## src/cpu_pkg.sv

```systemverilog
package cpu_pkg;

	// data word, register number and opcode widths.
	typedef logic [31:0] word_t;
	typedef logic [4:0]  reg_addr_t;
	typedef logic [3:0]  opcode_t;
	typedef logic [2:0]  alu_op_t;
	typedef logic [1:0]  wr_src_t;

	// opcodes, every value not listed is a no-op.
	localparam opcode_t OP_NOP  = 4'd0;
	localparam opcode_t OP_ADD  = 4'd1;
	localparam opcode_t OP_SUB  = 4'd2;
	localparam opcode_t OP_AND  = 4'd3;
	localparam opcode_t OP_OR   = 4'd4;
	localparam opcode_t OP_XOR  = 4'd5;
	localparam opcode_t OP_LI   = 4'd6;
	localparam opcode_t OP_ADDI = 4'd7;
	localparam opcode_t OP_LW   = 4'd8;
	localparam opcode_t OP_SW   = 4'd9;

	// instruction field positions.
	localparam int OPC_MSB = 31;
	localparam int OPC_LSB = 28;
	localparam int RT_MSB  = 25;
	localparam int RT_LSB  = 21;
	localparam int RA_MSB  = 20;
	localparam int RA_LSB  = 16;
	localparam int RB_MSB  = 15;
	localparam int RB_LSB  = 11;
	localparam int IMM_MSB = 15;
	localparam int IMM_LSB = 0;

	// alu operations.
	localparam alu_op_t ALU_ADD = 3'd0;
	localparam alu_op_t ALU_SUB = 3'd1;
	localparam alu_op_t ALU_AND = 3'd2;
	localparam alu_op_t ALU_OR  = 3'd3;
	localparam alu_op_t ALU_XOR = 3'd4;

	// source of the value written to the register file.
	localparam wr_src_t WRREG_NONE      = 2'd0;
	localparam wr_src_t WRREG_ALURESULT = 2'd1;
	localparam wr_src_t WRREG_IMMDATA   = 2'd2;
	localparam wr_src_t WRREG_MEMDATA   = 2'd3;

endpackage

```

## src/result_stage.sv

```systemverilog
module result_stage import cpu_pkg::*; #(
	parameter int DMEM_DEPTH = 64
) (
	input  logic      clk,
	input  logic      rst_n,

	input  logic      ex_valid,
	input  reg_addr_t ex_rd,
	input  wr_src_t   ex_wr_src,
	input  logic      ex_dm_read,
	input  logic      ex_dm_write,
	input  word_t     alu_result,
	input  word_t     ex_imm,
	input  word_t     ex_rt_data,

	output logic      mem_reg_write,
	output reg_addr_t mem_rd,
	output word_t     mem_wr_data,

	output logic      wb_reg_write,
	output reg_addr_t wb_rd,
	output word_t     wb_wr_data,

	output logic      wb_valid,
	output reg_addr_t wb_addr,
	output word_t     wb_data
);

	localparam int AW = $clog2(DMEM_DEPTH);

	word_t         dmem [DMEM_DEPTH];
	wr_src_t       mem_wr_src;
	logic          mem_dm_read;
	logic          mem_dm_write;
	word_t         mem_alu;
	word_t         mem_imm;
	word_t         mem_rt_data;
	logic [AW-1:0] mem_idx;

	always_ff @(posedge clk or negedge rst_n) begin
		if (!rst_n) begin
			mem_wr_src   <= WRREG_NONE;
			mem_dm_read  <= 1'b0;
			mem_dm_write <= 1'b0;
		end else begin
			mem_wr_src   <= ex_valid ? ex_wr_src : WRREG_NONE;
			mem_dm_read  <= ex_valid && ex_dm_read;
			mem_dm_write <= ex_valid && ex_dm_write;
		end
	end

	always_ff @(posedge clk) begin
		mem_rd      <= ex_rd;
		mem_alu     <= alu_result;
		mem_imm     <= ex_imm;
		mem_rt_data <= ex_rt_data;
	end

	// word index wraps at the memory size.
	assign mem_idx = mem_alu[AW-1:0];

	always_ff @(posedge clk or negedge rst_n) begin
		if (!rst_n) begin
			for (int i = 0; i < DMEM_DEPTH; i++) begin
				dmem[i] <= '0;
			end
		end else if (mem_dm_write) begin
			dmem[mem_idx] <= mem_rt_data;
		end
	end

	assign mem_reg_write = (mem_wr_src != WRREG_NONE);

	always_comb begin
		if (mem_dm_read)
			mem_wr_data = dmem[mem_idx];
		else if (mem_wr_src == WRREG_IMMDATA)
			mem_wr_data = mem_imm;
		else
			mem_wr_data = mem_alu;
	end

	always_ff @(posedge clk or negedge rst_n) begin
		if (!rst_n)
			wb_reg_write <= 1'b0;
		else
			wb_reg_write <= mem_reg_write;
	end

	always_ff @(posedge clk) begin
		wb_rd      <= mem_rd;
		wb_wr_data <= mem_wr_data;
	end

	// each register write is reported once, no hold.
	assign wb_valid = wb_reg_write;
	assign wb_addr  = wb_rd;
	assign wb_data  = wb_wr_data;

	a_wb_valid_known: assert property (
		@(posedge clk) disable iff (!rst_n)
		!$isunknown(wb_valid)
	) else $error("writeback valid is unknown");

endmodule

```

## config.mk

```make
export PLATFORM = sky130hd
export DESIGN_NAME = result_stage
export DESIGN_NICKNAME = d
export VERILOG_FILES = /design/src/cpu_pkg.sv /design/src/result_stage.sv
export SDC_FILE = /design/constraint.sdc
export NUM_CORES = 2
export LEC_CHECK = 0
export BUFFER_PORTS_ARGS = -buffer_cell sky130_fd_sc_hd__buf_2
export CORE_MARGIN = 3
export CORE_UTILIZATION = 63
export DETAILED_ROUTE_END_ITERATION = 6
export PLACE_DENSITY = 0.88
export SLEW_MARGIN = 20
export SYNTH_ARGS = -nofsm -noshare
export SYNTH_HDL_FRONTEND = slang
export SYNTH_SLANG_ARGS = --single-unit
export TNS_END_PERCENT = 100
```

## constraint.sdc

```tcl
create_clock -name clk -period 4.52 [get_ports clk]
set_clock_uncertainty 0.15 [all_clocks]
set_input_delay 0.678 -clock clk [delete_from_list [all_inputs] [get_ports clk]]
set_output_delay 0.678 -clock clk [all_outputs]
set_load 0.01 [all_outputs]
```

==> metrics.yaml <==
start_util: 0.638
dieArea_um2: 157000
hold_violations: 0
die_x_um: 397
drv_cap: 0
p_per_area_nw_per_um2: 416
ant_nets: 0
cts_sinks: 2191
finish.utilization: 0.727
status: "finished with violations"
layout_min_cycle_time_ns: 5.24
cts_made_buffers: 213
fmax_ghz: 0.191
finalSetupViolCount: 27
ir_worst_vdd_uv: 472
globalplace.congestion: 0.983
grt_usage: 0.455
layout.nets: 7416
root_buffer: "clkbuf_16"
power.leakage_nw: 51.2
synth_warnings: 0
synth_area_per_cell_um2: 13.4
gr-total-overflow: 0
ios: 222
row_count: 142
cp_max_fo: 53
synthesis.area_um2: 96100
antenna_found_initial: 26
tns_ns: -3.10
dieHeight_um: 397
worstSetupStartpointType: "flop"
io_buffer_count: 221
fill_cells: 8752
fin_ws_ns: -0.724
critical_path_arrival_ns: 4.42
coreArea_um2: 151000
synth_ff_type: "dfrtp_1"
drtIter0Drc: 12900
grt_pass1_wl_um: 519000
synth-edff-count: 0
worst_slew_pin_slew_ns: 1.40
ys_ff_latch: 2191
drc: 196
netlist_instances: 7179
routed_wl_um: 370000
period_share: 1.16
setup.worst_path.end_class: "output port"
h-tree-depth: 4
clkLatencyLatePin_ns: 0.90
ys_types: 65
seq_area_frac_synth: 0.563
clk_pin_slew_ns: 0.06
drive_gt1_frac: 0.437
dp_hpwl_um: 203000
drtPass1Iterations: 7
pre_cts_ws_ns: 0.528
hold_ws_ns: 0.195
synthToLayoutAreaGrowth_pct: 14.1
vias_per_cell: 7.83
cts_tree: "built"
vias: 74700
failed_checks: "DRC, setup timing"
cts_buffer_depth: 3
grt_pass1_vias: 75400
critPathKind: "reg2out"
hp-class: "reg2reg"
relSlewSlack: 0.0622
worstPathRequired_ns: 3.69
syn-num-nets: 7287
async_reset_ff_frac: 0.937
post_drt_wl_per_cell_um: 38.7
grt_max_degree: 163
drv_slew: 0
rsz0062_at_grt: "yes"
[worst max-delay path: stages, from the launching register on]
cell and delay, ns:
dfxtp_4 0.58, and2_4 0.36, buf_16 0.32, a22oi_2 0.29, o21ai_1 1.15, a211o_1 0.28, nor3_1 0.08, a31oi_1 0.25
buf_2 0.19
[worst paths after layout]
kind / start / end / slack [ns] / depth (start not counted)
min in group asynchronous: rst_n / dmem[1602]$_DFFE_PN0P_ / 0.29 / 2
max in group asynchronous: rst_n / mem_dm_read$_DFF_PN0_ / 2.43 / 3
max reg2reg: mem_alu[2]$_DFF_P_ / dmem[73]$_DFFE_PN0P_ / 0.37 / 8
max: mem_alu[1]$_DFF_P_ / mem_wr_data[15] / -0.72 / 8
min: mem_rd[3]$_DFF_P_ / wb_addr[3]$_DFF_P_ / 0.19 / 0
min reg2reg: mem_rd[3]$_DFF_P_ / wb_addr[3]$_DFF_P_ / 0.19 / 0
[final cells by class]
cell class	count	area (um2)	area share
flip-flops and latches	2191	54300	0.495
clock inverters	63	823	0.00751
diodes	37	92.6	0.000845
clock buffers	338	6500	0.0593
repair buffers	730	6480	0.0591
multi-input cells	4168	38900	0.355
inverters	4	27.5	0.000251
well taps	2016	2520	0.0230
[registers in the layout, summed over array words and instances, names as in the netlist, 2 cells and up]
signal	flops
mem_imm	32
mem_rd	5
dmem	2048
wb_addr	5
mem_alu	32
mem_rt_data	32
mem_wr_src	2
wb_data	32
[cells in the mapped netlist, types with 10 or more instances]
cell type,number,area (um2)
a21oi_1,109,546
nor2_1,152,571
buf_1,184,691
mux2i_1,99,991
a211oi_1,14,105
o32a_1,17,170
mux2_1,11,124
nand4_1,11,68.8
a22oi_1,507,3810
buf_4,78,586
o22a_1,17,149
nor3_1,76,380
nor2b_1,20,125
o22ai_1,183,1140
a221o_1,53,531
a221oi_1,247,2160
mux4_2,10,225
buf_2,229,1150
a31oi_1,12,75.1
nand2_1,93,349
a22o_1,61,534
mux2_2,2131,24000
o2bb2ai_1,10,87.6
dfxtp_1,138,2760
nand3_1,19,95.1
nor4_1,21,131
o21ai_0,181,906
clkbuf_1,316,1190
o221ai_1,20,175
dfrtp_1,2053,51400
[power by group]
part / total, W / internal [W] / switching [W]
Sequential: 0.0223 / 0.0211 / 0.00118
Combinational: 0.00450 / 0.00201 / 0.00249
Clock: 0.0187 / 0.0108 / 0.00795
Total: 0.0455 / 0.0339 / 0.0116
[stage by stage]
step / instances / area, um2 / total power, W
after floorplan: 7179 / 96100 / 0.0248
after global placement: 8958 / 100000 / 0.0263
after detailed placement: 8958 / 100000 / 0.0266
after CTS: 9490 / 109000 / 0.0451
after global routing: 9512 / 110000 / 0.0465
final: 9547 / 110000 / 0.0455
[cell usage in the layout, fill, tap and decap left out, types with 30 or more instances in the layout]
cell,netlist,routed
a21oi_1,109,109
clkbuf_1,316,62
a221oi_1,247,243
buf_2,229,220
nor2_4,0,34
diode_2,0,37
a22o_1,61,61
buf_12,0,74
dfxtp_1,138,101
clkinv_2,0,30
a221o_1,53,53
nand2_2,0,36
nand2_1,93,56
nor2_1,152,117
mux2i_1,99,99
clkbuf_8,0,59
o22ai_1,183,180
nor3_1,76,74
dlygate4sd3_1,0,110
buf_4,78,292
o21ai_0,181,174
dfrtp_1,2053,2052
clkbuf_16,0,223
mux2_2,2131,2131
a22oi_1,507,498
[metal layers]
| layer | track usage | part of all wire |
|---|---|---|
| met1 | 0.534 | 0.31 |
| met2 | 0.617 | 0.39 |
| met3 | 0.244 | 0.18 |
| met4 | 0.361 | 0.11 |
| met5 | 0.0280 | 0.0024 |
[timing repair]
item / 4_1_cts / 5_1_grt
cloned: 2 / 4
setup buffers: 20 / 16
hold buffers: 110 / 0
endpoints found under the setup margin: 32 / 27
resized for setup: 37 / 56
endpoints found under the hold margin: 165 / 0
pin swaps: 3 / 4
[kinds of logic (layout without fill, tap and decap cells)]
logic type	Yosys count	in the layout	share of synthesized area
multiplexers	2251	2251	0.264
flip-flops	2191	2191	0.563
AO/OA/AOI/OAI	1477	1477	0.112
buffers and inverters	820	1135	0.0388
AND/OR/NAND/NOR	440	440	0.0217
other	0	37	0
No activity file was read; power rests on OpenSTA's default activity.
