### src/cpu_pkg.sv
package cpu_pkg;

	// data word, register number and opcode widths.
	typedef logic [31:0] word_t;
	typedef logic [4:0]  reg_addr_t;
	typedef logic [3:0]  opcode_t;
	typedef logic [2:0]  alu_op_t;
	typedef logic [1:0]  wr_src_t;

	// opcodes, every value not listed is a no-op.
	localparam opcode_t OP_NOP  = 4'd0;
	localparam opcode_t OP_ADD  = 4'd1;
	localparam opcode_t OP_SUB  = 4'd2;
	localparam opcode_t OP_AND  = 4'd3;
	localparam opcode_t OP_OR   = 4'd4;
	localparam opcode_t OP_XOR  = 4'd5;
	localparam opcode_t OP_LI   = 4'd6;
	localparam opcode_t OP_ADDI = 4'd7;
	localparam opcode_t OP_LW   = 4'd8;
	localparam opcode_t OP_SW   = 4'd9;

	// instruction field positions.
	localparam int OPC_MSB = 31;
	localparam int OPC_LSB = 28;
	localparam int RT_MSB  = 25;
	localparam int RT_LSB  = 21;
	localparam int RA_MSB  = 20;
	localparam int RA_LSB  = 16;
	localparam int RB_MSB  = 15;
	localparam int RB_LSB  = 11;
	localparam int IMM_MSB = 15;
	localparam int IMM_LSB = 0;

	// alu operations.
	localparam alu_op_t ALU_ADD = 3'd0;
	localparam alu_op_t ALU_SUB = 3'd1;
	localparam alu_op_t ALU_AND = 3'd2;
	localparam alu_op_t ALU_OR  = 3'd3;
	localparam alu_op_t ALU_XOR = 3'd4;

	// source of the value written to the register file.
	localparam wr_src_t WRREG_NONE      = 2'd0;
	localparam wr_src_t WRREG_ALURESULT = 2'd1;
	localparam wr_src_t WRREG_IMMDATA   = 2'd2;
	localparam wr_src_t WRREG_MEMDATA   = 2'd3;

endpackage

### src/execute_stage.sv
module execute_stage import cpu_pkg::*; (
	input  logic      clk,
	input  logic      rst_n,

	input  logic      dec_valid,
	input  reg_addr_t dec_rd,
	input  wr_src_t   dec_wr_src,
	input  logic      dec_dm_read,
	input  logic      dec_dm_write,
	input  alu_op_t   dec_alu_op,
	input  logic      dec_use_imm,
	input  word_t     dec_imm,
	input  word_t     dec_ra_data,
	input  word_t     dec_rb_data,
	input  word_t     dec_rt_data,

	output logic      ex_valid,
	output logic      ex_reg_write,
	output logic      ex_dm_read,
	output logic      ex_dm_write,
	output wr_src_t   ex_wr_src,
	output reg_addr_t ex_rd,
	output word_t     ex_imm,
	output word_t     ex_rt_data,
	output word_t     alu_result
);

	alu_op_t ex_alu_op;
	logic    ex_use_imm;
	word_t   ex_ra_data;
	word_t   ex_rb_data;
	word_t   operand_b;

	// control is cleared for a bubble.
	always_ff @(posedge clk or negedge rst_n) begin
		if (!rst_n) begin
			ex_valid    <= 1'b0;
			ex_wr_src   <= WRREG_NONE;
			ex_dm_read  <= 1'b0;
			ex_dm_write <= 1'b0;
		end else begin
			ex_valid    <= dec_valid;
			ex_wr_src   <= dec_valid ? dec_wr_src : WRREG_NONE;
			ex_dm_read  <= dec_valid && dec_dm_read;
			ex_dm_write <= dec_valid && dec_dm_write;
		end
	end

	always_ff @(posedge clk) begin
		ex_rd      <= dec_rd;
		ex_alu_op  <= dec_alu_op;
		ex_use_imm <= dec_use_imm;
		ex_imm     <= dec_imm;
		ex_ra_data <= dec_ra_data;
		ex_rb_data <= dec_rb_data;
		ex_rt_data <= dec_rt_data;
	end

	assign ex_reg_write = ex_valid && (ex_wr_src != WRREG_NONE);

	// also the word address for loads and stores.
	assign operand_b = ex_use_imm ? ex_imm : ex_rb_data;

	always_comb begin
		case (ex_alu_op)
			ALU_SUB: alu_result = ex_ra_data - operand_b;
			ALU_AND: alu_result = ex_ra_data & operand_b;
			ALU_OR:  alu_result = ex_ra_data | operand_b;
			ALU_XOR: alu_result = ex_ra_data ^ operand_b;
			default: alu_result = ex_ra_data + operand_b;
		endcase
	end

	a_load_store_excl: assert property (
		@(posedge clk) disable iff (!rst_n)
		!(ex_dm_read && ex_dm_write)
	) else $error("load and store flags both set in execute");

endmodule

### config.mk
export PLATFORM = sky130hd
export DESIGN_NAME = execute_stage
export DESIGN_NICKNAME = d
export VERILOG_FILES = /design/src/cpu_pkg.sv /design/src/execute_stage.sv
export SDC_FILE = /design/constraint.sdc
export NUM_CORES = 1
export LEC_CHECK = 0
export ABC_AREA = 1
export BUFFER_PORTS_ARGS = -buffer_cell sky130_fd_sc_hd__buf_2
export CAP_MARGIN = 20
export CELL_PAD_IN_SITES_DETAIL_PLACEMENT = 0
export CELL_PAD_IN_SITES_GLOBAL_PLACEMENT = 1
export CORE_MARGIN = 8
export CORE_UTILIZATION = 40
export DETAILED_ROUTE_END_ITERATION = 8
export MAX_ROUTING_LAYER = met4
export PLACE_DENSITY = 0.9
export SLEW_MARGIN = 20
export SYNTH_ARGS = -nofsm -noshare
export SYNTH_HDL_FRONTEND = slang
export SYNTH_SLANG_ARGS = --single-unit
### constraint.sdc
create_clock -name clk -period 8.74 [get_ports clk]
set_clock_uncertainty 0.2 [all_clocks]
set_input_delay 1.748 -clock clk [delete_from_list [all_inputs] [get_ports clk]]
set_output_delay 1.748 -clock clk [all_outputs]
set_load 0.005 [all_outputs]
==> flow_summary.toml, run 1 <==
[clocking]
cts_buffers = 17
clk_pin_slew_worst_paths_ns = 0.07
cts.htree.levels = 4
cts_setup_buffers = 0
root_buffer = "clkbuf_16"
hold_buffers = 0
clk_path_buf_depth = 2
post_cts_resize_count = 0
cts_num_sinks = 142
cts_tree = "built"

[setup_path]
cp_top_family = "simple AND/OR/NAND/NOR gates"
arrival_ns = 4.68
cpPeakStageDelay_ns = 0.40
worstPathRequired_ns = 6.79
worst-path-buf-inv = 3
path_max_fanout = 73
critical_path_class = "reg2out"
worst_path_most_repeated_cell = "nand2_1"
worst_path_max_delay_cell = "inv_4"
start_kind = "register"
crit_chain = "buf_4 -> inv_4 -> nand2_1 -> nand2_1 -> ha_1 -> nand3_2 -> nor2_2 -> nand3_1 -> xor2_1 -> nand2_1 -> o21ai_1 -> ha_1 -> nand2_1 -> nor2_1 -> nand2_1 -> nor4b_1 -> nand2_1 -> nand2_1 -> nand2_1 -> nand2_1 -> nand2_1 -> nand2_1 -> buf_2"
critPathCaptureType = "output port"

[logic_synthesis]
synth.net_count = 1417
avgSynthCellArea_sq_um = 7.15
synth.top_cells.by_area = "dfxtp_1, nand2_1, ha_1"
yosys_most_used_dff = "dfxtp_1"
synth_top_area_frac = 0.326
synth_cells = 1176
synth-seq-cells = 142
synth_edf_count = 0
yosys_warnings = 0
synth_area_sq_um = 8410
yosys.cell_types.count = 47
synthArstFlopShare = 0.0352
yosysTopAreaCell = "dfxtp_1"
seq_area_frac_synth = 0.341

[power_and_ir_drop]
power_mw = 1.96
power_density_nw_per_um2 = 187
max-vdd-ir-drop_v = 0.000133
p_leak_nw = 5.88

[run_status]
outcome = "complete, no violations"

[cells_and_area]
instances_no_fill = 1714
final_cell_area_sq_um = 10500
final_layout_size_suffix_gt1_frac = 0.223
multi_input_area_sq_um = 4750
syn2layout_area_growth_pct = 24.6
fill_cells = 2109
final_cell_mix = "nand2_1, buf_2, inv_1"
layout.nets = 1666
seqCellArea_sq_um = 2870
layout_commonest_cell = "nand2_1"

[detailed_routing]
drc = 0
num_vias = 8375
vias_per_cell = 4.89
antenna_left = 0
first_iter_violations = 551
wl_per_cell_microns = 16.9
first_pass_iters = 5
wirelength_microns = 28900

[sta]
setup_viol = 0
fmax_mhz = 151
setup_tns_ns = 0
maxSlewViolCount = 0
hold_viol = 0
fin_crit_ns = 6.63
slew_headroom = 0.487
tightest_slew_ns = 0.765
rsz0062_at_grt = "no"
period_share = 0.758

[min_path]
hold_path.class = "in2async"

[global_route]
overflow = 0
antenna_found_initial = 1
grt_pass1_wl_microns = 45100
grt_pass1_vias = 8489
grt_start_max_net_pins = 74
grt.total_usage = 0.228

[floorplanning]
initial_core_util = 0.404
fp-row-count = 53
die-area_sq_um = 25900
die_h_microns = 161
fp.dieW_microns = 161
core_sq_um = 20800
io_pins = 251

[place]
gp_congestion = 0.930
place_area_sq_um = 9870
io_buffers = 250
dp_hpwl_microns = 23800
dp_cells = 1681

[flow_run]
maxCapViolCount = 0
state kept, by name (all words and copies together), names as in the netlist:
name / flops
ex_dm_read: 1
ex_rt_data: 32
ex_ra_data: 32
ex_use_imm: 1
ex_valid: 1
ex_dm_write: 1
ex_rb_data: 32
ex_rd: 5
ex_wr_src: 2
ex_imm: 32
ex_alu_op: 3
logic make-up (layout without fill, tap and decap cells):
family,after synthesis,count (layout),share of synthesized area
buffers and inverters,189,451,0.0945
AOI/OAI and AO/OA,146,146,0.105
xor gates and xnor gates,38,38,0.0396
DFF,142,142,0.341
other,0,1,0
adders and majority gates,97,97,0.145
and+or+nand+nor,564,564,0.274
worst paths after layout:
| check | startpoint | end | slack [ns] | cells past startpoint |
|---|---|---|---|---|
| min | rst_n | ex_dm_write$_DFF_PN0_ | 0.91 | 1 |
| max | ex_use_imm$_DFF_P_ | alu_result[25] | 2.11 | 23 |
| min in group clk | dec_ra_data[3] | ex_ra_data[3]$_DFF_P_ | 1.21 | 1 |
| max in group asynchronous | rst_n | ex_valid$_DFF_PN0_ | 7.30 | 1 |
synth_stat cells (2+ instances only):
cell       number
nand2_1       369
inv_1         159
dfxtp_1       137
nor2_1        111
ha_1           96
o21ai_0        51
a21oi_1        40
xor2_1         35
nand3_1        33
a221oi_1       20
nand2_2        17
clkbuf_1       14
nor3_1         11
o2111ai_1       9
o21ai_1         9
dfrtp_1         5
nand4_1         5
a21o_1          4
buf_2           4
buf_6           4
o21a_1          4
xnor2_1         3
a31oi_1         2
and2_1          2
buf_12          2
inv_2           2
nand2_4         2
nand3_2         2
nand3b_1        2
nor2_2          2
o211ai_1        2
o21bai_1        2
or2_2           2
stage by stage:
step | util | setup slack, ns | hold slack [ns]
final | 0.503 | 2.11 | 0.910
after global routing | 0.503 | 1.66 | 0.910
after global placement | 0.474 | 2.67 | 1.37
after CTS | 0.503 | 2.14 | 0.908
after floorplan | - | 3.80 | 1.25
after detailed placement | 0.474 | 2.64 | 1.37
final cells by class:
cell class	instances	area share
multi-input combinational	845	0.453
sequential	142	0.274
timing repair buffer	256	0.124
inverter	163	0.0586
clock buffer	19	0.0434
tap	275	0.0328
clock inverter	13	0.0139
antenna	1	0.000239
report_power, final:
| part | internal, mW | switching, mW |
|---|---|---|
| clock network | 0.423 | 0.325 |
| logic | 0.191 | 0.317 |
| registers | 0.683 | 0.0225 |
routing by layer:
layer  up-vias  wire, microns  track usage
li1       4215              -            -
met1      3798          12900        0.281
met2       324          13600        0.369
met3        38           1850       0.0453
met4         0            579       0.0720
met5         -              0            -
(Power assumes the default switching activity.)
==> run 2: changes to the inputs <==
--- a/config.mk
+++ b/config.mk
@@ -11,10 +11,10 @@
 export CELL_PAD_IN_SITES_DETAIL_PLACEMENT = 0
 export CELL_PAD_IN_SITES_GLOBAL_PLACEMENT = 1
 export CORE_MARGIN = 8
-export CORE_UTILIZATION = 40
+export CORE_UTILIZATION = 37
 export DETAILED_ROUTE_END_ITERATION = 8
 export MAX_ROUTING_LAYER = met4
-export PLACE_DENSITY = 0.9
+export PLACE_DENSITY = 0.84
 export SLEW_MARGIN = 20
 export SYNTH_ARGS = -nofsm -noshare
 export SYNTH_HDL_FRONTEND = slang
==> constraint.sdc (replaced) <==
create_clock -name clk -period 6.2 [get_ports clk]
set_clock_uncertainty 0.2 [all_clocks]
set_input_delay 1.24 -clock clk [delete_from_list [all_inputs] [get_ports clk]]
set_output_delay 1.24 -clock clk [all_outputs]
set_load 0.005 [all_outputs]
==> flow_summary.toml, run 2 (synthesis gave the netlist of run 1 again) <==
[cells_and_area]
final_layout_size_suffix_gt1_frac = 0.224
multi_input_area_sq_um = 4760
final_cell_area_sq_um = 10500
layout.nets = 1666
instances_no_fill = 1723
syn2layout_area_growth_pct = 24.5
final_core_util = 0.465
n_antenna_cell = 0
seqCellArea_sq_um = 2870
fill_cells = 2313
final_cell_mix = "nand2_1, buf_2, inv_1"
layout_commonest_cell = "nand2_1"

[sta]
slew_headroom = 0.295
setup_ws_ns = 0.425
rsz0062_at_grt = "no"
fmax_mhz = 173
hold_viol = 0
setup_viol = 0
tightest_slew_ns = 1.05
maxSlewViolCount = 0
setup_tns_ns = 0
period_share = 0.931
holdWs_ns = 0.406
fin_crit_ns = 5.78

[detailed_routing]
antenna_left = 0
wl_per_cell_microns = 17.0
first_pass_iters = 5
wirelength_microns = 29300
num_vias = 8278
drc = 0
vias_per_cell = 4.80
first_iter_violations = 542

[power_and_ir_drop]
p_leak_nw = 5.86
power_mw = 2.72
max-vdd-ir-drop_v = 0.000151
power_density_nw_per_um2 = 260

[floorplanning]
fp-row-count = 55
die-area_sq_um = 27800
initial_core_util = 0.374
io_pins = 251
core_sq_um = 22500
die_h_microns = 167
fp.dieW_microns = 167

[flow_run]
maxCapViolCount = 0

[clocking]
clk_path_buf_depth = 2
root_buffer = "clkbuf_16"
cts_num_sinks = 142
cts_buffers = 17
cts.htree.levels = 4
cts_tree = "built"
clk_pin_slew_worst_paths_ns = 0.07

[setup_path]
start_kind = "register"
worstPathRequired_ns = 4.76
critPathCaptureType = "output port"
arrival_ns = 4.34
path_max_fanout = 41
critical_path_class = "reg2out"

[place]
io_buffers = 250
dp_hpwl_microns = 24400
dp_slack_ns = 0.778
dp_cells = 1691
place_area_sq_um = 9890
gp_congestion = 0.891

[global_route]
overflow = 0
grt_start_max_net_pins = 42
grt_pass1_vias = 8373
antenna_found_initial = 0
grt.total_usage = 0.212
grt_pass1_wl_microns = 44700

[min_path]
hold_path.class = "in2async"

[run_status]
outcome = "complete, no violations"
## run 2: cell types whose count changed in the layout (fill, tap and decap cells not counted), sizes merged
cell	delta
bufinv	-1
clkinv	+1
clkinvlp	+1
diode	-1
inv	-1
## run 2: per-layer routing
| metal | vias up | global-route usage | routed length, microns |
|---|---|---|---|
| met3 | 32 | 0.0473 | 2210 |
| met5 | - | - | 0 |
| met4 | 0 | 0.0619 | 522 |
| li1 | 4216 | - | - |
| met1 | 3719 | 0.259 | 13000 |
| met2 | 311 | 0.347 | 13500 |
## run 2: area by class of cell
| class | count | area share |
|---|---|---|
| multi-input cells | 845 | 0.455 |
| inverters | 163 | 0.0589 |
| flip-flops and latches | 142 | 0.274 |
| repair buffers | 256 | 0.124 |
| clock inverters | 13 | 0.0110 |
| well taps | 285 | 0.0341 |
| clock buffers | 19 | 0.0434 |
## run 2: worst max-delay path: stages, from the launching register on
cell	delay, ns
dfxtp_4	0.55
buf_4	0.40
o21ai_1	0.24
nor3_1	0.38
and2_1	0.19
nand3_1	0.12
xor2_1	0.17
nand2_1	0.06
o21ai_1	0.07
ha_1	0.41
nand2_1	0.11
nor2_1	0.24
nand2_1	0.14
nor4_1	0.19
nand2_1	0.15
nand2_1	0.09
nand2_1	0.05
nand2_1	0.07
nand2_1	0.06
nand2_1	0.09
buf_2	0.12
## run 2: timing repair
action,4_1_cts,5_1_grt
hold buffers,0,0
setup endpoints to repair,0,5
gates resized for setup,0,2
setup buffers,0,0
## run 2: path summary, 6_finish.rpt
path                       cells past startpoint                     end  slack [ns]               start
max                                           20          alu_result[26]        0.42  ex_use_imm$_DFF_P_
min                                            1      ex_valid$_DFF_PN0_        0.41               rst_n
max in group asynchronous                      1  ex_wr_src[0]$_DFF_PN0_        5.26               rst_n
min in group clk                               1   ex_ra_data[8]$_DFF_P_        0.70      dec_ra_data[8]
## run 2: power breakdown
part,internal (mW),switching [mW]
logic,0.270,0.446
clock network,0.551,0.457
registers,0.962,0.0345
